`src/design/npc_pkg.sv`:
```
// NPC shared package with widths, opcodes, CSR map and the decoded control bundle.
package npc_pkg;

  localparam int XLEN = 64;

  typedef logic [XLEN-1:0] xlen_t;
  typedef logic [31:0]     inst_t;
  typedef logic [4:0]      reg_idx_t;
  typedef logic [11:0]     csr_addr_t;

  localparam xlen_t RESET_PC = 64'h0000_0000_8000_0000;

  localparam csr_addr_t CSR_MSTATUS = 12'h300;
  localparam csr_addr_t CSR_MTVEC   = 12'h305;
  localparam csr_addr_t CSR_MEPC    = 12'h341;
  localparam csr_addr_t CSR_MCAUSE  = 12'h342;

  localparam xlen_t CAUSE_ECALL_M = 64'd11;

  localparam logic [6:0] OP_LUI    = 7'b0110111;
  localparam logic [6:0] OP_AUIPC  = 7'b0010111;
  localparam logic [6:0] OP_JAL    = 7'b1101111;
  localparam logic [6:0] OP_JALR   = 7'b1100111;
  localparam logic [6:0] OP_BRANCH = 7'b1100011;
  localparam logic [6:0] OP_LOAD   = 7'b0000011;
  localparam logic [6:0] OP_STORE  = 7'b0100011;
  localparam logic [6:0] OP_IMM    = 7'b0010011;
  localparam logic [6:0] OP_OP     = 7'b0110011;
  localparam logic [6:0] OP_IMM32  = 7'b0011011;
  localparam logic [6:0] OP_OP32   = 7'b0111011;
  localparam logic [6:0] OP_SYSTEM = 7'b1110011;

  typedef enum logic [3:0] {
    ALU_ADD, ALU_SUB, ALU_AND, ALU_OR, ALU_XOR, ALU_SLT, ALU_SLTU, ALU_SLL, ALU_SRL
  } alu_op_e;

  typedef enum logic {A_RS1, A_PC} alu_a_e;

  typedef enum logic [1:0] {B_RS2, B_IMM, B_FOUR} alu_b_e;

  typedef enum logic [3:0] {
    BR_NONE, BR_JAL, BR_JALR, BR_EQ, BR_NE, BR_LT, BR_GE, BR_LTU, BR_GEU
  } branch_e;

  typedef enum logic [2:0] {MEM_B, MEM_BU, MEM_W, MEM_WU, MEM_D} mem_op_e;

  typedef enum logic [1:0] {WB_ALU, WB_MEM, WB_CSR} wb_sel_e;

  typedef struct packed {
    alu_op_e alu_op;
    alu_a_e  alu_a;
    alu_b_e  alu_b;
    logic    word_cut;
    branch_e branch;
    logic    mem_rd;
    logic    mem_wr;
    mem_op_e mem_op;
    logic    reg_wr;
    wb_sel_e wb_sel;
    logic    csr_wr;
    logic    csr_set;  // csrrs, old value ORed with source.
    logic    sel_zimm;
    logic    ecall;
    logic    mret;
    logic    invalid;  // Ebreak or unknown encoding.
  } ctrl_t;

endpackage

```
`src/design/npc_ifu.sv`:
```
// NPC fetch unit holding the program counter and the halt latch.
module npc_ifu (
  input  logic          i_clk,
  input  logic          i_arst_n,
  input  npc_pkg::xlen_t i_nextpc,
  input  logic          i_stop,
  output npc_pkg::xlen_t o_pc,
  output logic          o_halted
);

  npc_pkg::xlen_t pc_q;
  logic           halted_q;

  always_ff @(posedge i_clk or negedge i_arst_n) begin
    if (!i_arst_n) begin
      pc_q     <= npc_pkg::RESET_PC;
      halted_q <= 1'b0;
    end else begin
      if (i_stop) begin
        halted_q <= 1'b1;
      end
      // PC stays on the stopping instruction.
      if (!halted_q && !i_stop) begin
        pc_q <= i_nextpc;
      end
    end
  end

  assign o_pc     = pc_q;
  assign o_halted = halted_q;

endmodule

```
`config.mk`:
```
export PLATFORM = sky130hd
export DESIGN_NAME = npc_ifu
export DESIGN_NICKNAME = d
export VERILOG_FILES = /design/src/design/npc_pkg.sv /design/src/design/npc_ifu.sv
export SDC_FILE = /design/constraint.sdc
export NUM_CORES = 1
export LEC_CHECK = 0
export BUFFER_PORTS_ARGS = -buffer_cell sky130_fd_sc_hd__buf_2
export CORE_MARGIN = 5
export CORE_UTILIZATION = 35
export CTS_CLUSTER_DIAMETER = 100
export CTS_CLUSTER_SIZE = 12
export DETAILED_ROUTE_END_ITERATION = 8
export MAX_ROUTING_LAYER = met4
export SYNTH_ARGS = -nofsm -noshare
export SYNTH_HDL_FRONTEND = slang
export SYNTH_SLANG_ARGS = --single-unit
```
`constraint.sdc`:
```
create_clock -name i_clk -period 1.4 [get_ports i_clk]
set_input_delay 0.42 -clock i_clk [delete_from_list [all_inputs] [get_ports i_clk]]
set_output_delay 0.42 -clock i_clk [all_outputs]
set_load 0.005 [all_outputs]
```
==> results by stage <==
Finish:
- The sequential cell area is roughly 1600 µm².
- 0 antenna diodes ended up in the layout.
- The filler cells instantiated in the layout total 631.
- The area used by multi-input combinational logic is slightly above 900 µm².
- The final layout net count is 348.
- The share of layout cells above drive strength 1 is around three quarters.
- From synthesis to final layout, the design area changed by 37.2%.
- Summing all non-filler instances in the final layout gives an area of 3650 µm².

Setup path:
- The worst-path maximum fanout is 2.
- The classification of the worst setup path is flip-flop to primary output.
- In this run the critical register-to-register path is launched from o_halted$_DFFE_PN0P_.
- The depth of the worst register-to-register path is 3.
- The critical path starts at o_pc[31]$_DFFE_PN1P_.
- Among all stages on the critical path, the largest delay is contributed by sky130_fd_sc_hd__dfstp_2.
- The kind of cell adding the most delay to the critical path is flip-flops.
- The worst setup path is captured at a primary output.
- Traced cell by cell, the critical path runs through buf_6.
- Together, buffers and inverters on the worst path number 1.
- The data required time at the worst endpoint is between 0.9 and 1 ns.
- In this run the number of cells on the critical path is 1.
- The most critical setup path has its endpoint at o_pc[31].
- In this run the register-to-register setup slack is 0.06 ns.
- The delay of the slowest cell on the worst path is 0.54 ns.
- STA classifies the critical path startpoint as a flip-flop.
- Data arrives at the worst endpoint at roughly 0.96 ns.
- In this run the critical register-to-register path is captured at o_pc[63]$_DFFE_PN0P_.

Power:
- The combinational fraction of design power is 15.8%.
- In this run the static leakage power is 0.00189 µW.
- The proportion of power drawn by flip-flops and latches is 49.7%.
- IR analysis of the VDD net gives a maximum drop of 0.581 mV.
- The power spent charging and discharging nets is between 1000 and 1500 µW.
- For this design the ratio of total power to cell area is about 1200 nW/µm².
- The internal power is roughly 3400 µW.
- The clock group share of total power is 34.5%.
- Net switching is 22.9% of the power.

Clocking:
- The H-tree generated during clock tree synthesis spans 3 levels.
- The TritonCTS clock tree is yes.
- The cell sitting at the root of the clock tree is a sky130_fd_sc_hd__clkbuf_8.
- At the later pin of the worst-skew pair, clock insertion delay measures 0.33 ns.
- The clock transition at the registers of the reported paths is 0.07 ns.
- Buffers inserted during clock tree synthesis total 9.
- The maximum number of buffers from clock root to sink is 2.
- The clock drives between 60 and 70 sinks.

Placement:
- The detailed placer's ending HPWL is 4340 µm.
- The final weighted congestion of routability-driven global placement is 0.700.
- Input and output buffers added on the ports amount to between 100 and 150.
- The setup slack after placement is -0.0931 ns.
- Once placement finished, the instance area stood at approximately 3400 µm².

Routing:
- The routed layout has approximately 1700 vias.
- The DRC violations left is 0.
- The sum of routed wire length over all layers is 5860 µm.
- The routed length per placed instance is 15.2 µm.
- For this run, the detailed router's first-pass iteration total came to 4.
- The number of nets with antenna violations after detailed routing is 0.
- After detailed routing, the number of vias per cell comes to approximately 4.3.
- The first routing iteration left 27 violations.

STA:
- The number of max-slew violations in the final report is 0.
- In this run the tightest slew margin relative to its limit is between 70% and 80%.
- Timing would allow up to 0.724 GHz.
- Setup repair after global routing could not meet its margin everywhere.
- Across all setup checks in the final design, the least slack found is 0.0180 ns.
- The clock arrives with 0.00504 ns of skew.
- At the pin with the least slew margin, the transition time is 0.364 ns.
- The final clock period utilization by the worst path is 98.7%.
- The final-report hold violation count is 0.
- The final critical delay including setup and external delays is 1.38 ns.
- The count of final setup violators is 0.

Floorplanning:
- In this run the core area contains 31 standard-cell rows.
- The number of top-level pins is approximately 130.
- The die width is 97.2 µm.
- The total area inside the core boundary comes to roughly 7300 µm².
- The floorplan step defined a die boundary enclosing 9440 µm².
- From bottom edge to top edge, the die measures 97.2 µm.
- The initial core utilization is between 30% and 40%.

Logic synthesis:
- The synthesized area is 2660 µm².
- Summing the areas of all and, or, nand and nor instances in the mapped netlist gives less than 1% of the synthesized area.
- The gate count after technology mapping is roughly 140.
- The synthesized netlist devotes 0% of its cell area to compound gates.
- The synthesized netlist devotes 0% of its cell area to XOR and XNOR gates.
- The most repeated cell in the gate-level netlist after synthesis is sky130_fd_sc_hd__dfrtp_1.
- In this run, synthesis produced a sequential element count of 65.
- The commonest cells after synthesis are sky130_fd_sc_hd__dfrtp_1, sky130_fd_sc_hd__mux2_4, sky130_fd_sc_hd__mux2_2.
- The share of async-settable or async-resettable flops after synthesis is 100%.
- Of the post-synthesis cell area, the part taken by muxes is between 30% and 40%.
- In this run, distinct cell masters in the synthesized netlist total 9.
- The sequential share of the synthesized area is 61.2%.
- The synthesized design contains 0 enable-type register cells.
- The area share of the largest cell type after synthesis is 60.2%.
- The library cell with the largest summed area after synthesis is sky130_fd_sc_hd__dfrtp_1.
- The count of synthesis-stage warnings from yosys is 0.
- The synthesized-area fraction occupied by adder cells is 0%.
- By area, the combinational part of the netlist is dominated by multiplexers.
- For this run, the leading register cell type out of synthesis is sky130_fd_sc_hd__dfrtp_1.
- After synthesis, the cell types taking the most area are sky130_fd_sc_hd__dfrtp_1, sky130_fd_sc_hd__mux2_4, sky130_fd_sc_hd__mux2_2, sky130_fd_sc_hd__buf_12, sky130_fd_sc_hd__dfstp_2.
- After synthesis, the mean cell area works out to 19.3 µm².
- Counting every net in the synthesized netlist gives just over 200.

Global routing:
- The remaining global-route overflow is 0.
- The pin count of the biggest net entering global routing is 33.
- The number of global-route vias before repair is 1897.
- Global routing consumed, over all layers together, 13.2% of the routing resources.
- The number of antenna violations at the first check in global routing is 0.
- The first global-routing pass estimated 9600 µm of wire.

Hold path:
- The path type of the worst min-delay path is input port to flip-flop.

Job:
- Across the run, the number of max-cap violations was 0.

Run status:
- The flow ran to the end, and the final reports show no timing, DRC or antenna violations.
## flip-flops by register name, summed over array words and instances (netlist names)
name,count
o_halted,1
o_pc,64
## power groups by stage
stage                     sequential (µW)  combinational, µW  clock (µW)
after global placement               2240                691           0
after CTS                            2210                718        1620
final                                2210                705        1540
after global routing                 2240                764        1700
after floorplan                      2260                274           0
after detailed placement             2240                708           0
## routing by layer
metal  global-route usage [%]  share of wire, %
met5                        -                 0
met4                     4.54               1.1
met3                     4.88               6.9
met2                     22.2                52
met1                     14.5                40
## cells in the final DEF, fill, tap and decap left out
master and n:
sky130_fd_sc_hd__buf_12 5, sky130_fd_sc_hd__buf_2 130, sky130_fd_sc_hd__buf_4 2, sky130_fd_sc_hd__buf_6 1, sky130_fd_sc_hd__bufinv_16 1, sky130_fd_sc_hd__clkbuf_1 3, sky130_fd_sc_hd__clkbuf_8 10, sky130_fd_sc_hd__clkinv_2 2
sky130_fd_sc_hd__dfrtp_1 64, sky130_fd_sc_hd__dfstp_2 1, sky130_fd_sc_hd__dlygate4sd3_1 1, sky130_fd_sc_hd__inv_1 1, sky130_fd_sc_hd__mux2_2 15, sky130_fd_sc_hd__mux2_4 49, sky130_fd_sc_hd__nor2_4 1
## what timing repair did
item / 4_1_cts / 5_1_grt
buffers inserted: 1 / 1
gates cloned: 0 / 0
hold buffers: 1 / 0
gates resized for setup: 1 / 0
endpoints found under the hold margin: 11 / 0
setup endpoints to repair: 1 / 1
## worst reg2reg max path, stage by stage, from the launching register on
cell and delay (ns):
sky130_fd_sc_hd__dfrtp_1 0.41, sky130_fd_sc_hd__nor2_4 0.20, sky130_fd_sc_hd__buf_12 0.24, sky130_fd_sc_hd__mux2_2 0.37
## kinds of logic after synthesis
family,Yosys count
buffers and inverters,8
flip-flops,65
multiplexers,64
AND/OR/NAND/NOR,1
## worst min path at each step
stage	from	end	slack [ns]	cells after the start
2_1_floorplan	i_arst_n	o_halted$_DFFE_PN0P_	0.12	0
3_3_place_gp	i_arst_n	o_pc[54]$_DFFE_PN0P_	0.36	1
3_5_place_dp	i_arst_n	o_pc[54]$_DFFE_PN0P_	0.36	1
4_1_cts	i_nextpc[61]	o_pc[61]$_DFFE_PN0P_	0.29	2
5_1_grt	i_nextpc[26]	o_pc[26]$_DFFE_PN0P_	0.29	2
6_report	i_nextpc[38]	o_pc[38]$_DFFE_PN0P_	0.32	2
## cell type report
| class | instances | area share (%) |
|---|---|---|
| clock buffers | 13 | 4.08 |
| inverters | 1 | 0.103 |
| repair buffers | 139 | 21.6 |
| well taps | 99 | 3.40 |
| flip-flops and latches | 65 | 44.6 |
| multi-input cells | 65 | 25.1 |
| clock inverters | 3 | 1.10 |
## metrics by stage
stage	setup TNS, ns	hold slack (ns)	instances	total power (µW)	util [%]
after global routing	-0.0335	0.288	385	4710	49.8
after floorplan	0	0.124	138	2530	-
after CTS	-0.0112	0.292	384	4550	49.7
after detailed placement	-2.00	0.365	366	2940	46.7
final	0	0.315	385	4450	49.8
after global placement	-1.43	0.360	366	2930	46.7
No activity file was read; power rests on OpenSTA's default activity.
