===== src/design/npc_pkg.sv =====
// NPC shared package with widths, opcodes, CSR map and the decoded control bundle.
package npc_pkg;

  localparam int XLEN = 64;

  typedef logic [XLEN-1:0] xlen_t;
  typedef logic [31:0]     inst_t;
  typedef logic [4:0]      reg_idx_t;
  typedef logic [11:0]     csr_addr_t;

  localparam xlen_t RESET_PC = 64'h0000_0000_8000_0000;

  localparam csr_addr_t CSR_MSTATUS = 12'h300;
  localparam csr_addr_t CSR_MTVEC   = 12'h305;
  localparam csr_addr_t CSR_MEPC    = 12'h341;
  localparam csr_addr_t CSR_MCAUSE  = 12'h342;

  localparam xlen_t CAUSE_ECALL_M = 64'd11;

  localparam logic [6:0] OP_LUI    = 7'b0110111;
  localparam logic [6:0] OP_AUIPC  = 7'b0010111;
  localparam logic [6:0] OP_JAL    = 7'b1101111;
  localparam logic [6:0] OP_JALR   = 7'b1100111;
  localparam logic [6:0] OP_BRANCH = 7'b1100011;
  localparam logic [6:0] OP_LOAD   = 7'b0000011;
  localparam logic [6:0] OP_STORE  = 7'b0100011;
  localparam logic [6:0] OP_IMM    = 7'b0010011;
  localparam logic [6:0] OP_OP     = 7'b0110011;
  localparam logic [6:0] OP_IMM32  = 7'b0011011;
  localparam logic [6:0] OP_OP32   = 7'b0111011;
  localparam logic [6:0] OP_SYSTEM = 7'b1110011;

  typedef enum logic [3:0] {
    ALU_ADD, ALU_SUB, ALU_AND, ALU_OR, ALU_XOR, ALU_SLT, ALU_SLTU, ALU_SLL, ALU_SRL
  } alu_op_e;

  typedef enum logic {A_RS1, A_PC} alu_a_e;

  typedef enum logic [1:0] {B_RS2, B_IMM, B_FOUR} alu_b_e;

  typedef enum logic [3:0] {
    BR_NONE, BR_JAL, BR_JALR, BR_EQ, BR_NE, BR_LT, BR_GE, BR_LTU, BR_GEU
  } branch_e;

  typedef enum logic [2:0] {MEM_B, MEM_BU, MEM_W, MEM_WU, MEM_D} mem_op_e;

  typedef enum logic [1:0] {WB_ALU, WB_MEM, WB_CSR} wb_sel_e;

  typedef struct packed {
    alu_op_e alu_op;
    alu_a_e  alu_a;
    alu_b_e  alu_b;
    logic    word_cut;
    branch_e branch;
    logic    mem_rd;
    logic    mem_wr;
    mem_op_e mem_op;
    logic    reg_wr;
    wb_sel_e wb_sel;
    logic    csr_wr;
    logic    csr_set;  // csrrs, old value ORed with source.
    logic    sel_zimm;
    logic    ecall;
    logic    mret;
    logic    invalid;  // Ebreak or unknown encoding.
  } ctrl_t;

endpackage


===== src/design/npc_exu.sv =====
// NPC execute unit with the ALU, branch decision, next PC and writeback select.
module npc_exu (
  input  npc_pkg::ctrl_t i_ctrl,
  input  npc_pkg::xlen_t i_pc,
  input  npc_pkg::xlen_t i_rs1,
  input  npc_pkg::xlen_t i_rs2,
  input  npc_pkg::xlen_t i_imm,
  input  npc_pkg::xlen_t i_zimm,
  input  npc_pkg::xlen_t i_load_data,
  input  npc_pkg::xlen_t i_csr_rdata,
  input  logic           i_csr_redirect,
  input  npc_pkg::xlen_t i_csr_target,
  output npc_pkg::xlen_t o_alu_result,
  output npc_pkg::xlen_t o_nextpc,
  output npc_pkg::xlen_t o_wb_data,
  output npc_pkg::xlen_t o_csr_wdata
);

  npc_pkg::xlen_t op_a;
  npc_pkg::xlen_t op_b;
  npc_pkg::xlen_t alu_raw;
  npc_pkg::xlen_t jalr_target;
  npc_pkg::xlen_t csr_src;
  logic           taken;

  assign op_a = (i_ctrl.alu_a == npc_pkg::A_PC) ? i_pc : i_rs1;

  always_comb begin
    case (i_ctrl.alu_b)
      npc_pkg::B_RS2: op_b = i_rs2;
      npc_pkg::B_IMM: op_b = i_imm;
      default:        op_b = 64'd4;
    endcase
  end

  always_comb begin
    case (i_ctrl.alu_op)
      npc_pkg::ALU_SUB:  alu_raw = op_a - op_b;
      npc_pkg::ALU_AND:  alu_raw = op_a & op_b;
      npc_pkg::ALU_OR:   alu_raw = op_a | op_b;
      npc_pkg::ALU_XOR:  alu_raw = op_a ^ op_b;
      npc_pkg::ALU_SLT:  alu_raw = {63'd0, $signed(op_a) < $signed(op_b)};
      npc_pkg::ALU_SLTU: alu_raw = {63'd0, op_a < op_b};
      npc_pkg::ALU_SLL:  alu_raw = op_a << op_b[5:0];
      npc_pkg::ALU_SRL:  alu_raw = op_a >> op_b[5:0];
      default:           alu_raw = op_a + op_b;
    endcase
  end

  // Word forms keep the low half, sign extended.
  assign o_alu_result = i_ctrl.word_cut ? {{32{alu_raw[31]}}, alu_raw[31:0]} : alu_raw;

  always_comb begin
    case (i_ctrl.branch)
      npc_pkg::BR_JAL:  taken = 1'b1;
      npc_pkg::BR_EQ:   taken = (i_rs1 == i_rs2);
      npc_pkg::BR_NE:   taken = (i_rs1 != i_rs2);
      npc_pkg::BR_LT:   taken = ($signed(i_rs1) < $signed(i_rs2));
      npc_pkg::BR_GE:   taken = ($signed(i_rs1) >= $signed(i_rs2));
      npc_pkg::BR_LTU:  taken = (i_rs1 < i_rs2);
      npc_pkg::BR_GEU:  taken = (i_rs1 >= i_rs2);
      default:          taken = 1'b0;
    endcase
  end

  assign jalr_target = (i_rs1 + i_imm) & ~64'd1;

  always_comb begin
    if (i_csr_redirect) begin
      o_nextpc = i_csr_target;  // Trap entry and return win.
    end else if (i_ctrl.branch == npc_pkg::BR_JALR) begin
      o_nextpc = jalr_target;
    end else if (taken) begin
      o_nextpc = i_pc + i_imm;
    end else begin
      o_nextpc = i_pc + 64'd4;
    end
  end

  always_comb begin
    case (i_ctrl.wb_sel)
      npc_pkg::WB_MEM: o_wb_data = i_load_data;
      npc_pkg::WB_CSR: o_wb_data = i_csr_rdata;
      default:         o_wb_data = o_alu_result;
    endcase
  end

  assign csr_src     = i_ctrl.sel_zimm ? i_zimm : i_rs1;
  assign o_csr_wdata = i_ctrl.csr_set ? (i_csr_rdata | csr_src) : csr_src;

endmodule


===== config.mk =====
export PLATFORM = sky130hd
export DESIGN_NAME = npc_exu
export DESIGN_NICKNAME = d
export VERILOG_FILES = /design/src/design/npc_pkg.sv /design/src/design/npc_exu.sv
export SDC_FILE = /design/constraint.sdc
export NUM_CORES = 2
export LEC_CHECK = 0
export ABC_AREA = 0
export BUFFER_PORTS_ARGS = -buffer_cell sky130_fd_sc_hd__buf_2
export CORE_MARGIN = 2
export CORE_UTILIZATION = 35
export DETAILED_ROUTE_END_ITERATION = 16
export PLACE_DENSITY = 0.56
export REMOVE_ABC_BUFFERS = 1
export SLEW_MARGIN = 20
export SYNTH_ARGS = -nofsm -noshare
export SYNTH_HDL_FRONTEND = slang
export SYNTH_SLANG_ARGS = --single-unit

===== constraint.sdc =====
create_clock -name vclk -period 10
set_input_delay 0.5 -clock vclk [all_inputs]
set_output_delay 0.5 -clock vclk [all_outputs]
set_load 0.01 [all_outputs]

==> reports/results.txt <==
The first global-routing pass estimated 354 mm of wire. The worst setup path is launched from an input port. The run gives 219 mm as the half-perimeter wire length of the detailed placement result. The max capacitance violation total is 1, and the flip-flop and latch area is 0 µm². The number of top-level pins came out at 795.

The synthesized area divided by synthesized cell count was 6.32 µm²; the average wire per cell in the routed design was 35.3 µm. The worst hold path terminates at o_nextpc[35]. The depth of the worst hold-timing path is 3. The flow ran to the end, but the final reports show violations. The count of buffers added on input and output ports is 785. In this run the standard cell core region covers 100,000 µm². After detailed placement, the total cell area comes to 40,100 µm². STA puts the critical path data arrival time at 7.63 ns. Synthesis instantiated 95 different standard cells from the library. The ratio of final minimum period to clock period came out at 0.813. Required time reported for the critical path endpoint: 9.50 ns.

The min-delay analysis places its worst path in the category input port to primary output. Among all cell types in the netlist, the one instantiated most often is sky130_fd_sc_hd__o21ai_0. The sequential area share after synthesis came out at 0. The biggest fanout along the worst timing path is 51, and the share of the synthesized area in the top cell type is 0.137. The critical path goes through buf_4 -> buf_4 -> mux2i_1 -> or2_2 -> ha_1 -> nor2_1 -> nand4_1 -> a2111oi_0 -> nor2_1 -> o211ai_1 -> a31oi_1 -> mux2i_1 -> o32ai_1 -> a311oi_1 -> o22ai_1 -> buf_2. Among all stages on the critical path, the largest delay is contributed by sky130_fd_sc_hd__a2111oi_0.

The number of setup buffers added after CTS was 0. On the final layout, the worst hold slack is 1.28 ns. For this design, the CTS-stage hold fixing added 0 buffers. The final weighted congestion of routability-driven global placement was 1.13; the fraction of final layout cells with drive strength greater than 1 was 0.185. The finished cells cover 40,200 µm². The tools report the initial cell density of the core as 0.352. Before CTS, the worst setup slack after placement is 2.38 ns. On the worst path, the slowest cell contributes a delay of 0.95 ns. By count the netlist is led by 553 x sky130_fd_sc_hd__o21ai_0, 531 x sky130_fd_sc_hd__a21oi_1, 525 x sky130_fd_sc_hd__nand2_1. From bottom edge to top edge, the die measures 321 µm.

Setup violations remaining at the end of the flow were counted as 0. The count of cells resized by post-cts repair was 0. The first detailed-routing pass ran for 8 iterations. The routed design could run at a clock period as short as 8.13 ns. In the synthesized netlist, the number of instances is 5,580. Of all cell types, the one taking the most synthesized area is sky130_fd_sc_hd__ha_1. The run gives 7,865 as the initial detailed-routing violation count. From left edge to right edge, the die measures 321 µm. Sorting the synthesized cells by area gives the leading types as sky130_fd_sc_hd__ha_1 14%, sky130_fd_sc_hd__o21ai_0 7.9%, sky130_fd_sc_hd__a21oi_1 7.5%, sky130_fd_sc_hd__mux2i_1 6.3%, sky130_fd_sc_hd__nand2_1 5.6%. The count of nets left with antenna violations once routing finished came out at 0. The pin count of the biggest net entering global routing was 112. The normalized max-slew margin came out at -0.00833. The number of vias per cell works out to 6.81.

The run gives 0.123 GHz as the highest clock frequency the design can meet. Summed over all layers, the global routing overflow is 0. The floorplan step defined a die boundary enclosing 103,000 µm². The synthesized cell area is 35,200 µm², and the number of clock buffers in the layout is 0.

The run gives 0 as the number of hold-slack violations in the final timing report. The tools report the core occupancy in the finished layout as 0.402. The transition time at the pin with the least slew margin works out to 1.50 ns. The run gives 46 as the initial antenna violation count.

Compared with the post-synthesis result, the final layout area differs by 14.2%. The run gives 1 as the count of final max-slew check failures. The tools report the count of standard-cell rows as 116. The setup path with the least slack is of type input port to primary output. The net count of the finished layout is 7,013. Setup repair after global routing left no endpoint under its margin. STA classifies the critical path endpoint as a primary output.

Yosys printed 0 warnings. The overall fraction of global-route tracks in use came out at 0.476. In the post-route analysis, the smallest setup slack over all paths is 1.87 ns. The checks that failed: max-capacitance violations, max-slew violations. For this run, design rule violations remaining after detail routing come to 0. The tools report the startpoint of the lowest-slack hold path as i_csr_target[35]. The final routed wirelength across all metal layers was 261 mm.

Across all layers, the routed design uses 50.4k vias. For the via count of the first global-routing pass, the log shows 45.1k. There are 0 flip-flops and latches.
[final cells by class]
| type | instances | area, µm² |
|---|---|---|
| fillers | 11200 | 59800 |
| inverters | 397 | 1500 |
| multi-input cells | 4789 | 32200 |
| well taps | 1298 | 1620 |
| diodes | 29 | 72.6 |
| repair buffers | 897 | 4830 |
[layer usage]
metal / global-route usage / share of wire / vias to the layer above
li1: - / - / 21700
met4: 0.210 / 0.055 / 26
met3: 0.144 / 0.13 / 583
met2: 0.669 / 0.40 / 3784
met5: 0 / 0.00079 / -
met1: 0.659 / 0.42 / 24400
[per-stage QoR]
step | TNS, ns | instances
after floorplan | -168.71 | 5186
after global placement | 0 | 7376
after detailed placement | 0 | 7377
after CTS | 0 | 7377
after global routing | 0 | 7405
final | 0 | 7410
[worst max path at each step]
stage / startpoint / endpoint / slack [ns] / depth (start not counted)
after floorplan: i_ctrl[19] / o_wb_data[61] / -2.03 / 14
after global placement: i_ctrl[19] / o_wb_data[57] / 2.43 / 16
after detailed placement: i_ctrl[19] / o_wb_data[57] / 2.38 / 16
after CTS: i_ctrl[19] / o_wb_data[57] / 2.36 / 16
after global routing: i_ctrl[19] / o_wb_data[57] / 1.96 / 16
final: i_ctrl[19] / o_wb_data[57] / 1.87 / 16
[layout by cell type, fill, tap and decap left out, types with 89 or more instances in the layout]
cell type	n
sky130_fd_sc_hd__a211oi_1	103
sky130_fd_sc_hd__ha_1	383
sky130_fd_sc_hd__buf_4	109
sky130_fd_sc_hd__a21o_1	120
sky130_fd_sc_hd__nor2_1	492
sky130_fd_sc_hd__mux2i_1	221
sky130_fd_sc_hd__nand3_1	135
sky130_fd_sc_hd__xnor2_1	122
sky130_fd_sc_hd__o211ai_1	101
sky130_fd_sc_hd__inv_1	387
sky130_fd_sc_hd__a22oi_1	89
sky130_fd_sc_hd__o21ai_0	549
sky130_fd_sc_hd__a21oi_1	531
sky130_fd_sc_hd__nor3_1	121
sky130_fd_sc_hd__buf_2	780
sky130_fd_sc_hd__nand2_1	523
[logic make-up (layout without fill, tap and decap cells)]
logic type      Yosys count  after routing  share of synthesized area
compound gates         2189           2189                      0.401
mux                     309            309                     0.0973
simple gates           1700           1700                      0.222
xor+xnor                202            202                     0.0502
other cells               0             29                          0
buf+inv                 791           1294                     0.0899
fa+ha+maj               389            389                      0.139
[critical path: cells and delay by family]
family,cells,cell delay [ns]
AND/OR/NAND/NOR,4,1.34
multiplexers,2,0.54
AO/OA/AOI/OAI,6,3.46
adder cells (fa/ha/maj),1,0.46
buffers and inverters,3,1.29
