### config.mk
export PLATFORM = sky130hd
export DESIGN_NAME = npc_lsu
export DESIGN_NICKNAME = d
export VERILOG_FILES = /design/src/design/npc_pkg.sv /design/src/design/npc_lsu.sv
export SDC_FILE = /design/constraint.sdc
export NUM_CORES = 1
export LEC_CHECK = 0
export ABC_AREA = 1
export BUFFER_PORTS_ARGS = -buffer_cell sky130_fd_sc_hd__buf_2
export CORE_AREA = 10 10 157 159
export DETAILED_ROUTE_END_ITERATION = 6
export DIE_AREA = 0 0 167 169
export PLACE_DENSITY_LB_ADDON = 0.3
export SYNTH_ARGS = -nofsm -noshare
export SYNTH_HDL_FRONTEND = slang
export SYNTH_SLANG_ARGS = --single-unit
export TNS_END_PERCENT = 5
### constraint.sdc
create_clock -name vclk -period 1.9
set_input_delay 0.38 -clock vclk [all_inputs]
set_output_delay 0.38 -clock vclk [all_outputs]
set_load 0.005 [all_outputs]
### src/design/npc_pkg.sv
// NPC shared package with widths, opcodes, CSR map and the decoded control bundle.
package npc_pkg;

  localparam int XLEN = 64;

  typedef logic [XLEN-1:0] xlen_t;
  typedef logic [31:0]     inst_t;
  typedef logic [4:0]      reg_idx_t;
  typedef logic [11:0]     csr_addr_t;

  localparam xlen_t RESET_PC = 64'h0000_0000_8000_0000;

  localparam csr_addr_t CSR_MSTATUS = 12'h300;
  localparam csr_addr_t CSR_MTVEC   = 12'h305;
  localparam csr_addr_t CSR_MEPC    = 12'h341;
  localparam csr_addr_t CSR_MCAUSE  = 12'h342;

  localparam xlen_t CAUSE_ECALL_M = 64'd11;

  localparam logic [6:0] OP_LUI    = 7'b0110111;
  localparam logic [6:0] OP_AUIPC  = 7'b0010111;
  localparam logic [6:0] OP_JAL    = 7'b1101111;
  localparam logic [6:0] OP_JALR   = 7'b1100111;
  localparam logic [6:0] OP_BRANCH = 7'b1100011;
  localparam logic [6:0] OP_LOAD   = 7'b0000011;
  localparam logic [6:0] OP_STORE  = 7'b0100011;
  localparam logic [6:0] OP_IMM    = 7'b0010011;
  localparam logic [6:0] OP_OP     = 7'b0110011;
  localparam logic [6:0] OP_IMM32  = 7'b0011011;
  localparam logic [6:0] OP_OP32   = 7'b0111011;
  localparam logic [6:0] OP_SYSTEM = 7'b1110011;

  typedef enum logic [3:0] {
    ALU_ADD, ALU_SUB, ALU_AND, ALU_OR, ALU_XOR, ALU_SLT, ALU_SLTU, ALU_SLL, ALU_SRL
  } alu_op_e;

  typedef enum logic {A_RS1, A_PC} alu_a_e;

  typedef enum logic [1:0] {B_RS2, B_IMM, B_FOUR} alu_b_e;

  typedef enum logic [3:0] {
    BR_NONE, BR_JAL, BR_JALR, BR_EQ, BR_NE, BR_LT, BR_GE, BR_LTU, BR_GEU
  } branch_e;

  typedef enum logic [2:0] {MEM_B, MEM_BU, MEM_W, MEM_WU, MEM_D} mem_op_e;

  typedef enum logic [1:0] {WB_ALU, WB_MEM, WB_CSR} wb_sel_e;

  typedef struct packed {
    alu_op_e alu_op;
    alu_a_e  alu_a;
    alu_b_e  alu_b;
    logic    word_cut;
    branch_e branch;
    logic    mem_rd;
    logic    mem_wr;
    mem_op_e mem_op;
    logic    reg_wr;
    wb_sel_e wb_sel;
    logic    csr_wr;
    logic    csr_set;  // csrrs, old value ORed with source.
    logic    sel_zimm;
    logic    ecall;
    logic    mret;
    logic    invalid;  // Ebreak or unknown encoding.
  } ctrl_t;

endpackage

### src/design/npc_lsu.sv
// NPC load/store unit aligning store lanes and extending load data.
module npc_lsu (
  input  npc_pkg::ctrl_t i_ctrl,
  input  logic           i_halted,
  input  npc_pkg::xlen_t i_addr,
  input  npc_pkg::xlen_t i_wdata,
  input  npc_pkg::xlen_t i_dmem_rdata,
  output npc_pkg::xlen_t o_dmem_addr,
  output npc_pkg::xlen_t o_dmem_wdata,
  output logic [7:0]     o_dmem_be,
  output logic           o_dmem_wen,
  output npc_pkg::xlen_t o_load_data
);

  logic [2:0]     offset;
  logic [7:0]     size_mask;
  npc_pkg::xlen_t lane_data;
  npc_pkg::xlen_t ext_data;

  assign offset      = i_addr[2:0];
  assign o_dmem_addr = {i_addr[63:3], 3'b000};

  always_comb begin
    case (i_ctrl.mem_op)
      npc_pkg::MEM_B, npc_pkg::MEM_BU: size_mask = 8'h01;
      npc_pkg::MEM_W, npc_pkg::MEM_WU: size_mask = 8'h0f;
      default:                         size_mask = 8'hff;
    endcase
  end

  assign o_dmem_wdata = i_wdata << {offset, 3'b000};
  assign o_dmem_be    = i_ctrl.mem_wr ? (size_mask << offset) : 8'h00;
  assign o_dmem_wen   = i_ctrl.mem_wr && !i_halted;

  // Addressed byte moved down to lane 0.
  assign lane_data = i_dmem_rdata >> {offset, 3'b000};

  always_comb begin
    case (i_ctrl.mem_op)
      npc_pkg::MEM_B:  ext_data = {{56{lane_data[7]}}, lane_data[7:0]};
      npc_pkg::MEM_BU: ext_data = {56'd0, lane_data[7:0]};
      npc_pkg::MEM_W:  ext_data = {{32{lane_data[31]}}, lane_data[31:0]};
      npc_pkg::MEM_WU: ext_data = {32'd0, lane_data[31:0]};
      default:         ext_data = lane_data;
    endcase
  end

  assign o_load_data = i_ctrl.mem_rd ? ext_data : '0;

endmodule

==> results by group, run 1 <==
Run status
  – Run status: finished with violations
  – Failing checks: negative setup slack

Power and ir drop
  – Switching Share: 0.5612
  – Total Power: 1.833 mW
  – Clock Power Share: 0
  – Pint: 0.8043 mW
  – Sw Pwr: 1.029 mW
  – Flop pwr share: 0
  – Comb pwr share: 1.000
  – Leakage: 4.036 nW
  – Pwr dens: 259.5 mW/mm²
  – Maximum vdd drop: 102.5 µV

Route
  – Initial DRC Count: 602
  – WL final: 26.51 mm
  – Vias: 7,339
  – First drt pass iteration count: 5
  – Post-route DRC: 0
  – Vias/cell: 4.828
  – WL per Instance: 17.44 µm
  – Post-DRT Antenna Nets: 0

Global routing
  – Antenna violations before repair: 6
  – Number of global-route vias before repair: 7,160
  – GR Overflow Total: 0
  – Pin count of the biggest net entering global routing: 65
  – Total global routing track utilization: 0.1718
  – Global-route wire length before repair: 40.41 mm

Logic synthesis
  – Sequential area share after synthesis: 0
  – Post-synthesis cell type count: 31
  – Post-synthesis cell count: 1,017
  – Syn avg cell area: 4.876 µm²
  – Ys Warns: 0
  – Synth Cell Area: 0.004959 mm²

Cells and area
  – Sequential cell count: 0
  – CLK BUF: 0
  – Final net count: 1,457
  – Filler Cell Count: 2,483
  – Layout overhead on the synthesized area: 42.44%
  – FF+latch area: 0 µm²
  – Proportion of layout cells with a drive suffix above 1: 0.3681

Floorplan
  – Starting Density: 0.2301
  – Die ar.: 0.02822 mm²
  – FP Rows: 54
  – I/O pin cnt: 420
  – Die W: 167 µm
  – Die H: 169 µm
  – Core ar.: 0.02155 mm²

Worst setup path
  – Crit Path Category: in2out
  – CP Max Fanout: 7
  – Critical Path RT: 1.52 ns
  – Crit. End Element: output port
  – WP data arrival: 1.64 ns
  – Startpoint types: input port

Run
  – Max_cap viols: 0

Min path
  – Tightest Hold Check Type: in2out

STA
  – RSZ-0062 raised after global routing: yes
  – Pins Over Slew Limit: 0
  – Setup ws final: -0.1207 ns
  – Share of the cycle needed by the critical path after routing: 1.064
  – Worst hold slack: 0.7600 ns
  – Final min period: 2.021 ns
  – Fmax achieved: 494.9 MHz
  – Final setup fails: 71
  – Final hold violation count: 0

Placement
  – Dpl hpwl: 21.45 mm
  – IO Port Bufs: 274
  – Routability cong.: 0.8823
-- worst max-delay path: stages --
cell      delay [ns]
buf_12          0.13
buf_12          0.14
buf_8           0.13
buf_6           0.12
o211ai_1        0.25
nand3_2         0.13
a21oi_2         0.14
nand2_1         0.07
inv_1           0.05
buf_2           0.11
-- final timing paths --
check                  start              end  slack [ns]  cells after the start
hold / removal    i_addr[21]  o_dmem_addr[21]        0.76                      0
setup / recovery   i_addr[0]  o_load_data[32]       -0.12                     10
-- power by group through the flow --
stage	logic [mW]	registers [mW]	clock network [mW]
floorplan	1.02	0	0
detailed placement	1.68	0	0
finish	1.83	0	0.000000284
global placement	1.68	0	0
global route	2.02	0	0.000000142
CTS	1.79	0	0
-- routing by layer --
layer | share of wire | vias to the layer above | global-route usage
met5 | 0 | - | 0
met4 | 0.023 | 0 | 0.04773
met3 | 0.063 | 58 | 0.03034
met2 | 0.51 | 252 | 0.3104
met1 | 0.41 | 3352 | 0.2029
li1 | - | 3677 | -
-- cells by family (layout without fill, tap and decap cells) --
group	after synthesis	after routing	synth area share
AOI/OAI and AO/OA	187	187	0.1983
and+or+nand+nor	580	580	0.4943
muxes	24	24	0.04845
buffers and inverters	225	442	0.2581
other	1	7	0.0007563
-- what timing repair did --
item	4_1_cts	5_1_grt
cloned	3	0
endpoints found under the hold margin	0	0
endpoints found under the setup margin	101	116
buffers inserted	3	1
resized for setup	78	54
pin swaps	19	12
hold buffers	0	0
-- final cells by class --
class | count | area (µm²) | share of cell area
inverter | 74 | 292.8 | 0.04145
tap | 280 | 350.3 | 0.04960
antenna | 4 | 10.01 | 0.001417
multi-input combinational | 794 | 3911 | 0.5538
timing repair buffer | 368 | 2499 | 0.3538
-- cells in the mapped netlist --
master	count	area, µm²
o211ai_1	7	52.55
nor3_1	1	5.000
nand3_1	145	725.7
nor2_8	1	20.02
inv_1	67	251.5
o21ai_1	24	120.1
buf_8	3	45.04
buf_1	9	33.78
inv_2	7	26.28
buf_6	12	135.1
o21ai_2	4	35.03
conb_1	1	3.750
and2_1	2	12.51
a31oi_1	1	6.260
o211ai_2	1	12.51
a211oi_1	1	7.510
clkbuf_1	26	97.59
a21oi_1	83	415.4
o21ai_0	65	325.3
nand3_4	1	17.52
nand2_2	4	25.02
a22o_1	1	8.760
mux2i_1	24	240.2
nor2_4	1	11.26
buf_4	74	555.5
nor2_1	43	161.4
or2_2	5	31.28
buf_2	27	135.1
nand2_4	1	11.26
nand3_2	3	30.03
nand2_1	373	1400
-- layout by cell type (no fill, tap or decap), types with 2 or more instances in the layout --
| cell | netlist | routed |
|---|---|---|
| and2_1 | 2 | 2 |
| buf_12 | 0 | 23 |
| buf_4 | 74 | 55 |
| nand2_1 | 373 | 366 |
| inv_1 | 67 | 65 |
| buf_8 | 3 | 2 |
| buf_16 | 0 | 2 |
| a21oi_2 | 0 | 8 |
| mux2i_1 | 24 | 13 |
| conb_1 | 1 | 3 |
| o21ai_1 | 24 | 45 |
| diode_2 | 0 | 4 |
| nand2_2 | 4 | 11 |
| buf_6 | 12 | 13 |
| mux2i_2 | 0 | 11 |
| nand3_1 | 145 | 135 |
| or2_4 | 0 | 3 |
| inv_2 | 7 | 6 |
| nor2_1 | 43 | 42 |
| o21ai_2 | 4 | 23 |
| or2_2 | 5 | 2 |
| buf_2 | 27 | 272 |
| o211ai_1 | 7 | 7 |
| o21ai_0 | 65 | 25 |
| a21oi_1 | 83 | 75 |
| nand3_2 | 3 | 13 |
-- metrics by stage --
stage	TNS [ns]	instances	area, µm²	setup WS [ns]	utilization
2_1_floorplan	0	1019	4966	0.1923	-
3_3_place_gp	-10.40	1509	6584	-0.1731	0.3055
3_5_place_dp	-10.97	1509	6584	-0.1904	0.3055
4_1_cts	-4.992	1515	6890	-0.1291	0.3197
5_1_grt	-12.09	1518	7058	-0.2544	0.3275
6_report	-4.351	1520	7063	-0.1207	0.3277
(Power assumes the default switching activity.)
==> run 2, diff against run 1 <==
Clock period 1.9 ns to 2.4 ns, I/O delays scaled along.
==> run 2 against run 1 <==
Net effect:
- largest cell class unchanged
- critical endpoint is now o_dmem_wdata[53]
- setup slack improved by 0.19 ns
- hold slack better by 0.20 ns
- the flow now finishes without violations
- sequential share of layout area stayed put
- non-clock buffer count fell by 52
- first-iteration DRC count up 1.0%
==> results by group, run 2 (synthesized netlist as in run 1, its figures left out) <==
Route
  – Post-DRT Antenna Nets: 0
  – WL per Instance: 17.22 µm
  – Vias/cell: 4.872
  – WL final: 25.24 mm
  – Initial DRC Count: 608
  – Vias: 7,143
  – Post-route DRC: 0
  – First drt pass iteration count: 5

Clock network
  – Hold-fix buffers, CTS: 0
  – Postcts setup bufs: 0

Cells and area
  – CLK BUF: 0
  – FF+latch area: 0 µm²
  – Finished Cell Area: 0.006220 mm²
  – Final net count: 1,405
  – Most frequent cells in the layout: nand2_1 (373), buf_2 (273), nand3_1 (145)
  – Proportion of layout cells with a drive suffix above 1: 0.2922
  – Sequential cell count: 0
  – Commonest non-fill, non-tap cell in the layout: nand2_1
  – Layout overhead on the synthesized area: 25.44%

Global routing
  – GR Util met2: 0.2927
  – Antenna violations before repair: 8
  – GR Util met1: 0.1915
  – Grt met3 use: 0.03150
  – Number of global-route vias before repair: 6,688
  – GR Overflow Total: 0
  – Pin count of the biggest net entering global routing: 66
  – Global-route wire length before repair: 38.24 mm
  – Total global routing track utilization: 0.1618
  – Busiest grt layer: met2

STA
  – Pins Over Slew Limit: 0
  – Final hold violation count: 0
  – Fmax achieved: 429.9 MHz
  – Setup ws final: 0.07410 ns
  – Final setup fails: 0
  – Share of the cycle needed by the critical path after routing: 0.9691
  – RSZ-0062 raised after global routing: yes
  – Final min period: 2.326 ns

Floorplan
  – Core ar.: 0.02155 mm²
  – Die W: 167 µm
  – Starting Density: 0.2301
  – Die H: 169 µm
  – FP Rows: 54
  – I/O pin cnt: 420
  – Die ar.: 0.02822 mm²

Worst setup path
  – CP Max Fanout: 45
  – Startpoint types: input port
  – Critical Path RT: 1.92 ns
  – WP data arrival: 1.85 ns
  – Crit. End Element: output port
  – Crit Path Category: in2out

Placement
  – Cell Area, Placed: 0.006208 mm²
  – Routability cong.: 0.8937
  – Dpl hpwl: 20.66 mm
  – IO Port Bufs: 274
  – Pre-CTS WS: 0.07925 ns

Power and ir drop
  – Sw Pwr: 0.7490 mW
  – Switching Share: 0.5941
  – Clock Power Share: 0
  – Leakage: 3.669 nW
  – Maximum vdd drop: 104.9 µV
  – Comb pwr share: 1.000
  – Flop pwr share: 0
  – Pwr dens: 202.7 mW/mm²
  – Pint: 0.5117 mW

Run status
  – Run status: finished clean

Run
  – Max_cap viols: 0

Min path
  – Tightest Hold Check Type: in2out
run 2: cell count changes in the layout (fill, tap and decap cells not counted), moves of 10 or more:
| cell | before | now |
|---|---|---|
| o21ai_0 | 25 | 64 |
| buf_4 | 55 | 27 |
| o21ai_1 | 45 | 25 |
| o21ai_2 | 23 | 4 |
| buf_6 | 13 | 0 |
| mux2i_1 | 13 | 23 |
| mux2i_2 | 11 | 1 |
| nand3_1 | 135 | 145 |
| nand3_2 | 13 | 3 |
run 2: worst paths after layout:
kind                    from          endpoint  depth (start not counted)
hold / removal    i_addr[21]   o_dmem_addr[21]                          0
setup / recovery   i_addr[0]  o_dmem_wdata[53]                          9
run 2: power by group through the flow:
stage | Sequential, mW | Clock [mW] | Combinational [mW]
CTS | 0 | 0 | 1.27
global placement | 0 | 0 | 1.26
floorplan | 0 | 0 | 0.810
finish | 0 | 0.000000113 | 1.26
detailed placement | 0 | 0 | 1.26
global route | 0 | 0.0000000564 | 1.41
run 2: layout make-up:
cell class	instances	area, µm²
timing repair buffer	316	1889
multi-input combinational	794	3690
fill	2582	15330
inverter	74	285.3
tap	280	350.3
antenna	2	5.005
run 2: routing by layer:
| layer | wire length, µm | part of all wire | vias to the layer above |
|---|---|---|---|
| li1 | - | - | 3553 |
| met1 | 10070 | 0.40 | 3257 |
| met2 | 12840 | 0.51 | 273 |
| met3 | 1766 | 0.070 | 58 |
| met4 | 554 | 0.022 | 2 |
| met5 | 8 | 0.00032 | - |
run 2: timing repair:
action,CTS,global route
endpoints found under the setup margin,0,15
gates resized for setup,0,3
hold endpoints to repair,0,0
run 2: through the flow:
stage | total power, mW | TNS [ns] | util | cells | hold WS (ns)
3_5_place_dp | 1.264 | 0 | 0.2881 | 1464 | 0.9600
2_1_floorplan | 0.8098 | 0 | - | 1019 | 0.9911
6_report | 1.261 | 0 | 0.2886 | 1466 | 0.9600
5_1_grt | 1.406 | -0.02650 | 0.2885 | 1465 | 0.9600
4_1_cts | 1.271 | 0 | 0.2881 | 1464 | 0.9600
3_3_place_gp | 1.263 | 0 | 0.2881 | 1464 | 0.9600
run 2: worst max-delay path: stages:
cell and delay, ns:
buf_4 0.14, buf_12 0.23, buf_4 0.23, nand2_1 0.07, nand2_1 0.09, a22o_1 0.12
inv_1 0.06, o21ai_0 0.22, buf_2 0.17
