`config.mk`:
```
export PLATFORM = sky130hd
export DESIGN_NAME = npc_idu
export DESIGN_NICKNAME = d
export VERILOG_FILES = /design/src/design/npc_pkg.sv /design/src/design/npc_idu.sv
export SDC_FILE = /design/constraint.sdc
export NUM_CORES = 2
export LEC_CHECK = 0
export BUFFER_PORTS_ARGS = -buffer_cell sky130_fd_sc_hd__buf_2
export CORE_UTILIZATION = 63
export DETAILED_ROUTE_END_ITERATION = 16
export HOLD_SLACK_MARGIN = 0.1
export PLACE_DENSITY = 0.81
export SLEW_MARGIN = 20
export SYNTH_ARGS = -nofsm -noshare
export SYNTH_HDL_FRONTEND = slang
export SYNTH_SLANG_ARGS = --single-unit
```
`constraint.sdc`:
```
create_clock -name i_clk -period 4.4 [get_ports i_clk]
set_input_delay 0.66 -clock i_clk [delete_from_list [all_inputs] [get_ports i_clk]]
set_output_delay 0.66 -clock i_clk [all_outputs]
set_load 0.05 [all_outputs]
```
`src/design/npc_pkg.sv`:
```
// NPC shared package with widths, opcodes, CSR map and the decoded control bundle.
package npc_pkg;

  localparam int XLEN = 64;

  typedef logic [XLEN-1:0] xlen_t;
  typedef logic [31:0]     inst_t;
  typedef logic [4:0]      reg_idx_t;
  typedef logic [11:0]     csr_addr_t;

  localparam xlen_t RESET_PC = 64'h0000_0000_8000_0000;

  localparam csr_addr_t CSR_MSTATUS = 12'h300;
  localparam csr_addr_t CSR_MTVEC   = 12'h305;
  localparam csr_addr_t CSR_MEPC    = 12'h341;
  localparam csr_addr_t CSR_MCAUSE  = 12'h342;

  localparam xlen_t CAUSE_ECALL_M = 64'd11;

  localparam logic [6:0] OP_LUI    = 7'b0110111;
  localparam logic [6:0] OP_AUIPC  = 7'b0010111;
  localparam logic [6:0] OP_JAL    = 7'b1101111;
  localparam logic [6:0] OP_JALR   = 7'b1100111;
  localparam logic [6:0] OP_BRANCH = 7'b1100011;
  localparam logic [6:0] OP_LOAD   = 7'b0000011;
  localparam logic [6:0] OP_STORE  = 7'b0100011;
  localparam logic [6:0] OP_IMM    = 7'b0010011;
  localparam logic [6:0] OP_OP     = 7'b0110011;
  localparam logic [6:0] OP_IMM32  = 7'b0011011;
  localparam logic [6:0] OP_OP32   = 7'b0111011;
  localparam logic [6:0] OP_SYSTEM = 7'b1110011;

  typedef enum logic [3:0] {
    ALU_ADD, ALU_SUB, ALU_AND, ALU_OR, ALU_XOR, ALU_SLT, ALU_SLTU, ALU_SLL, ALU_SRL
  } alu_op_e;

  typedef enum logic {A_RS1, A_PC} alu_a_e;

  typedef enum logic [1:0] {B_RS2, B_IMM, B_FOUR} alu_b_e;

  typedef enum logic [3:0] {
    BR_NONE, BR_JAL, BR_JALR, BR_EQ, BR_NE, BR_LT, BR_GE, BR_LTU, BR_GEU
  } branch_e;

  typedef enum logic [2:0] {MEM_B, MEM_BU, MEM_W, MEM_WU, MEM_D} mem_op_e;

  typedef enum logic [1:0] {WB_ALU, WB_MEM, WB_CSR} wb_sel_e;

  typedef struct packed {
    alu_op_e alu_op;
    alu_a_e  alu_a;
    alu_b_e  alu_b;
    logic    word_cut;
    branch_e branch;
    logic    mem_rd;
    logic    mem_wr;
    mem_op_e mem_op;
    logic    reg_wr;
    wb_sel_e wb_sel;
    logic    csr_wr;
    logic    csr_set;  // csrrs, old value ORed with source.
    logic    sel_zimm;
    logic    ecall;
    logic    mret;
    logic    invalid;  // Ebreak or unknown encoding.
  } ctrl_t;

endpackage

```
`src/design/npc_idu.sv`:
```
// NPC decode unit with control decode, immediates and the general register file.
module npc_idu (
  input  logic                i_clk,
  input  logic                i_arst_n,
  input  npc_pkg::inst_t      i_inst,
  input  logic                i_halted,
  input  npc_pkg::xlen_t      i_wb_data,
  output npc_pkg::ctrl_t      o_ctrl,
  output npc_pkg::xlen_t      o_rs1data,
  output npc_pkg::xlen_t      o_rs2data,
  output npc_pkg::xlen_t      o_imm,
  output npc_pkg::xlen_t      o_zimm,
  output npc_pkg::csr_addr_t  o_csr_addr
);

  logic [6:0]        opcode;
  logic [2:0]        funct3;
  logic [6:0]        funct7;
  npc_pkg::reg_idx_t rs1_idx;
  npc_pkg::reg_idx_t rs2_idx;
  npc_pkg::reg_idx_t rd_idx;
  npc_pkg::ctrl_t    c;
  logic              bad;
  npc_pkg::xlen_t    regs [1:31];

  assign opcode  = i_inst[6:0];
  assign funct3  = i_inst[14:12];
  assign funct7  = i_inst[31:25];
  assign rd_idx  = i_inst[11:7];
  assign rs2_idx = i_inst[24:20];
  assign rs1_idx = (opcode == npc_pkg::OP_LUI) ? '0 : i_inst[19:15]; // lui adds to x0.

  always_comb begin
    bad = 1'b0;
    c   = '0;
    case (opcode)
      npc_pkg::OP_LUI: begin
        c.alu_b  = npc_pkg::B_IMM;
        c.reg_wr = 1'b1;
      end
      npc_pkg::OP_AUIPC: begin
        c.alu_a  = npc_pkg::A_PC;
        c.alu_b  = npc_pkg::B_IMM;
        c.reg_wr = 1'b1;
      end
      npc_pkg::OP_JAL, npc_pkg::OP_JALR: begin
        c.alu_a  = npc_pkg::A_PC;   // Link value pc + 4.
        c.alu_b  = npc_pkg::B_FOUR;
        c.reg_wr = 1'b1;
        c.branch = (opcode == npc_pkg::OP_JAL) ? npc_pkg::BR_JAL : npc_pkg::BR_JALR;
        bad      = (opcode == npc_pkg::OP_JALR) && (funct3 != 3'd0);
      end
      npc_pkg::OP_BRANCH: begin
        case (funct3)
          3'd0: c.branch = npc_pkg::BR_EQ;
          3'd1: c.branch = npc_pkg::BR_NE;
          3'd4: c.branch = npc_pkg::BR_LT;
          3'd5: c.branch = npc_pkg::BR_GE;
          3'd6: c.branch = npc_pkg::BR_LTU;
          3'd7: c.branch = npc_pkg::BR_GEU;
          default: bad = 1'b1;
        endcase
      end
      npc_pkg::OP_LOAD: begin
        c.alu_b  = npc_pkg::B_IMM;
        c.mem_rd = 1'b1;
        c.reg_wr = 1'b1;
        c.wb_sel = npc_pkg::WB_MEM;
        case (funct3)
          3'd0: c.mem_op = npc_pkg::MEM_B;
          3'd4: c.mem_op = npc_pkg::MEM_BU;
          3'd2: c.mem_op = npc_pkg::MEM_W;
          3'd6: c.mem_op = npc_pkg::MEM_WU;
          3'd3: c.mem_op = npc_pkg::MEM_D;
          default: bad = 1'b1;
        endcase
      end
      npc_pkg::OP_STORE: begin
        c.alu_b  = npc_pkg::B_IMM;
        c.mem_wr = 1'b1;
        case (funct3)
          3'd0: c.mem_op = npc_pkg::MEM_B;
          3'd2: c.mem_op = npc_pkg::MEM_W;
          3'd3: c.mem_op = npc_pkg::MEM_D;
          default: bad = 1'b1;
        endcase
      end
      npc_pkg::OP_IMM: begin
        c.alu_b  = npc_pkg::B_IMM;
        c.reg_wr = 1'b1;
        case (funct3)
          3'd0: c.alu_op = npc_pkg::ALU_ADD;
          3'd2: c.alu_op = npc_pkg::ALU_SLT;
          3'd4: c.alu_op = npc_pkg::ALU_XOR;
          3'd6: c.alu_op = npc_pkg::ALU_OR;
          3'd7: c.alu_op = npc_pkg::ALU_AND;
          3'd1: begin
            c.alu_op = npc_pkg::ALU_SLL;
            bad      = (i_inst[31:26] != 6'd0);
          end
          3'd5: begin
            c.alu_op = npc_pkg::ALU_SRL;
            bad      = (i_inst[31:26] != 6'd0); // No srai.
          end
          default: bad = 1'b1;
        endcase
      end
      npc_pkg::OP_OP: begin
        c.reg_wr = 1'b1;
        case ({funct7, funct3})
          10'h000: c.alu_op = npc_pkg::ALU_ADD;
          10'h100: c.alu_op = npc_pkg::ALU_SUB;
          10'h007: c.alu_op = npc_pkg::ALU_AND;
          10'h006: c.alu_op = npc_pkg::ALU_OR;
          10'h004: c.alu_op = npc_pkg::ALU_XOR;
          10'h002: c.alu_op = npc_pkg::ALU_SLT;
          10'h003: c.alu_op = npc_pkg::ALU_SLTU;
          10'h001: c.alu_op = npc_pkg::ALU_SLL;
          10'h005: c.alu_op = npc_pkg::ALU_SRL;
          default: bad = 1'b1;
        endcase
      end
      npc_pkg::OP_IMM32: begin
        c.alu_b    = npc_pkg::B_IMM;
        c.word_cut = 1'b1;
        c.reg_wr   = 1'b1;
        bad        = (funct3 != 3'd0);
      end
      npc_pkg::OP_OP32: begin
        c.word_cut = 1'b1;
        c.reg_wr   = 1'b1;
        case ({funct7, funct3})
          10'h000: c.alu_op = npc_pkg::ALU_ADD;
          10'h100: c.alu_op = npc_pkg::ALU_SUB;
          default: bad = 1'b1;
        endcase
      end
      npc_pkg::OP_SYSTEM: begin
        case (funct3)
          3'd0: begin
            c.ecall = (i_inst == 32'h0000_0073);
            c.mret  = (i_inst == 32'h3020_0073);
            bad     = !(c.ecall || c.mret); // Ebreak lands here.
          end
          3'd1, 3'd2, 3'd5: begin
            c.csr_wr   = 1'b1;
            c.reg_wr   = 1'b1;
            c.wb_sel   = npc_pkg::WB_CSR;
            c.csr_set  = (funct3 == 3'd2);
            c.sel_zimm = (funct3 == 3'd5);
          end
          default: bad = 1'b1;
        endcase
      end
      default: bad = 1'b1;
    endcase
    if (bad) begin
      c         = '0;
      c.invalid = 1'b1;
    end
  end

  always_comb begin
    case (opcode)
      npc_pkg::OP_STORE:
        o_imm = {{52{i_inst[31]}}, i_inst[31:25], i_inst[11:7]};
      npc_pkg::OP_BRANCH:
        o_imm = {{52{i_inst[31]}}, i_inst[7], i_inst[30:25], i_inst[11:8], 1'b0};
      npc_pkg::OP_LUI, npc_pkg::OP_AUIPC:
        o_imm = {{32{i_inst[31]}}, i_inst[31:12], 12'd0};
      npc_pkg::OP_JAL:
        o_imm = {{44{i_inst[31]}}, i_inst[19:12], i_inst[20], i_inst[30:21], 1'b0};
      default:
        o_imm = {{52{i_inst[31]}}, i_inst[31:20]};
    endcase
  end

  always_ff @(posedge i_clk or negedge i_arst_n) begin
    if (!i_arst_n) begin
      for (int i = 1; i < 32; i++) begin
        regs[i] <= '0;
      end
    end else if (c.reg_wr && !i_halted && (rd_idx != '0)) begin
      regs[rd_idx] <= i_wb_data;
    end
  end

  assign o_rs1data  = (rs1_idx == '0) ? '0 : regs[rs1_idx];
  assign o_rs2data  = (rs2_idx == '0) ? '0 : regs[rs2_idx];
  assign o_zimm     = {59'd0, i_inst[19:15]};
  assign o_csr_addr = i_inst[31:20];
  assign o_ctrl     = c;

endmodule

```
==> reports/metrics.yaml <==
floorplan:
  ioPinCount: 393
  dieHeight_um: 418
  die_area_mm2: 0.174
  fp.dieW_um: 418
  fp-row-count: 152
  initial_core_util: 0.635
  coreArea_mm2: 0.172
clocking:
  path_clk_slew_ps: 60
  cts_num_sinks: 1984
  root_buffer: "clkbuf_16"
  ctsLongestPathBuffers: 3
  cts_tree: "yes"
  ctsHtreeMaxLevel: 4
  insertion_delay_ps: 860
  cts_buffers: 203
sta:
  rsz0062_at_grt: "no"
  hold_violations: 0
  fin_crit_sh: 0.974
  fin_crit_ps: 4290
  fin_ws_ps: 113
  max-slew-margin-rel: 0.254
  tightestPinTransition_ps: 1120
  setup_viol: 0
  clock-skew-final_ps: 0
  slew_violations: 0
  max_freq_mhz: 233
status:
  status: "complete, no violations"
final_layout:
  largest_reg_flops: 1984
  drive_above_1_share: 0.433
  area_delta_synth_final_pct: 12.2
  final_common_cell: "dfrtp_1"
  top_regs: "regs (1984)"
  layout_common_cells: "1984 x dfrtp_1, 1833 x mux2_2, 822 x a21oi_1, 707 x mux4_2, 444 x mux2i_1"
  nNetsFinal: 8371
  seq_area_mm2: 0.0496
  multiInputGateArea_mm2: 0.0552
  fillCellCount: 10761
  top_register: "regs"
power:
  p_int_uw: 29800
  total_power_uw: 40600
  combPwrFrac: 0.100
  p_sw_frac: 0.264
  p_sw_uw: 10700
  power_density_mw_per_mm2: 332
  peakVddDrop_mv: 0.390
  p_leak_uw: 0.0568
  p_seq_frac: 0.453
  power.clock.fraction: 0.447
yosys:
  synth_mux_area_frac: 0.395
  synth_area_mm2: 0.109
  synth_flop_cell: "dfrtp_1"
  yosys_warnings: 0
  syn_inst: 8287
  synth_xor_xnor_area_share: 0
  ys_types: 60
  ys_ff_latch: 1984
  synth_top_family_by_area: "multiplexers"
  synth-simple-area-share: 0.0350
  synth_edf_count: 0
  synth.avg_cell_area_um2: 13.1
  ys_seq_area_frac: 0.456
  async_reset_ff_frac: 1.00
  synth_compound_area_frac: 0.0734
  synthAdderAreaFrac: 0.0000919
grt:
  grtUsageTotal: 0.415
  antenna_found_initial: 21
  grt_pass1_wl_mm: 537
  grt_overflow: 0
  grt_max_degree: 147
  grt_pass1_vias: 82144
detailed_routing:
  vias: 80659
  wire_per_inst_um: 33.5
  drt-vias-per-instance: 7.49
  antenna_left: 0
  drc: 0
  drt_first_pass_iters: 7
  drt_wl_total_mm: 361
  initialDrtViolationCount: 11630
critical_path:
  ff2ff_path_depth: 1
  r2r_slack_ps: 3550
  critPathKind: "input pin to primary output"
  crit_start: "i_inst[29]"
  startpoint_type: "input pin"
  cp-endpoint: "o_ctrl[25]"
  cp_max_fo: 15
  r2r-end: "regs[895]"
  cp.arrival_ps: 3630
  crit_required_ps: 3740
  timing.rr.start: "regs[895]"
  endpoint_kind: "primary output"
hold_path:
  hold_path.class: "input pin to asynchronous set/reset pin"
placement:
  gp_congestion: 0.936
  io_buffer_count: 333
  place_ws_ps: 155
  hpwl_mm: 213
flow_run:
  max-cap-violations: 0
==> repair_timing <==
action / 4_1_cts / 5_1_grt
endpoints found under the hold margin: 76 / 0
gates resized for setup: 0 / 0
setup endpoints to repair: 0 / 0
hold buffers: 1 / 0
buffers inserted: 0 / 0
==> Yosys cell counts (2+ instances only) <==
cell / count / area share
a2111oi_0: 2 / 0.00016
a211oi_1: 128 / 0.0088
a21o_1: 23 / 0.0016
a21oi_1: 826 / 0.038
a22o_1: 47 / 0.0038
a31oi_1: 5 / 0.00029
a32o_1: 62 / 0.0057
and3_1: 4 / 0.00023
and3b_1: 3 / 0.00024
buf_1: 115 / 0.0040
buf_2: 195 / 0.0090
buf_4: 111 / 0.0077
clkbuf_1: 579 / 0.020
dfrtp_1: 1984 / 0.46
inv_1: 11 / 0.00038
mux2_1: 173 / 0.018
mux2_2: 1833 / 0.19
mux2i_1: 444 / 0.041
mux4_2: 707 / 0.15
nand2_1: 369 / 0.013
nand2b_1: 10 / 0.00057
nand3_1: 66 / 0.0030
nand4_1: 5 / 0.00029
nor2_1: 91 / 0.0031
nor2b_1: 10 / 0.00057
nor3_1: 141 / 0.0065
nor3b_1: 5 / 0.00034
nor4_1: 8 / 0.00046
nor4_2: 2 / 0.00023
nor4_4: 29 / 0.0057
nor4bb_1: 2 / 0.00018
o2111ai_1: 2 / 0.00016
o211ai_1: 66 / 0.0046
o21a_1: 2 / 0.00014
o21ai_0: 194 / 0.0089
o22ai_1: 3 / 0.00017
o31ai_1: 2 / 0.00014
o32ai_1: 2 / 0.00016
or2_2: 4 / 0.00023
or4_1: 2 / 0.00014
==> critical path, cell delays in order <==
cell and delay, ps:
buf_2 130, or4_1 580, or4_1 430, a31oi_1 310
o311ai_4 160, or2_2 480, nor4_1 420, buf_4 190
buf_2 260
==> routing by layer <==
layer | vias to the layer above | routed length [um] | track usage
li1 | 31102 | - | -
met3 | 1715 | 42100 | 0.105
met4 | 16 | 30800 | 0.313
met5 | - | 96 | 0
met2 | 6465 | 164000 | 0.616
met1 | 41361 | 125000 | 0.527
==> through the flow <==
| step | hold WS (ps) | std cells | util | TNS [ps] | instance area (um2) |
|---|---|---|---|---|---|
| after floorplan | 364 | 8345 | - | -2280 | 109000 |
| after global placement | 484 | 10376 | 0.671 | 0 | 115000 |
| after detailed placement | 496 | 10376 | 0.671 | 0 | 115000 |
| after CTS | 354 | 10752 | 0.712 | 0 | 122000 |
| after global routing | 408 | 10762 | 0.712 | 0 | 122000 |
| final | 339 | 10771 | 0.712 | 0 | 122000 |
==> power groups by stage <==
stage          Sequential [uW]  Combinational, uW  Clock, uW
5_1_grt                  18400               4200      18800
2_1_floorplan            18700               2370          0
3_5_place_dp             18700               3940          0
3_3_place_gp             18700               3880          0
4_1_cts                  18400               3960      18100
6_report                 18400               4060      18100
==> cells by family (layout without fill, tap and decap cells) <==
group,after synthesis,in the layout
AOI/OAI and AO/OA,1375,1375
adders and majority gates,1,1
buffers and inverters,1011,1108
DFF,1984,1984
muxes,3157,3157
other,1,78
and+or+nand+nor,758,758
==> worst min-delay path by stage <==
stage	from	to	cells past startpoint
global route	i_wb_data[14]	regs[1550]	2
CTS	i_wb_data[14]	regs[78]	2
finish	i_arst_n	regs[1529]	2
floorplan	i_arst_n	regs[0]	0
global placement	regs[1387]	regs[1387]	1
detailed placement	regs[1391]	regs[1391]	1
==> final cells by class <==
type | instances | share of cell area
multi-input cells | 5350 | 0.452
flip-flops and latches | 1984 | 0.406
repair buffers | 722 | 0.0607
clock buffers | 291 | 0.0485
well taps | 2310 | 0.0237
clock inverters | 84 | 0.00840
inverters | 11 | 0.000420
diodes | 19 | 0.000389
No activity file was read; power rests on OpenSTA's default activity.
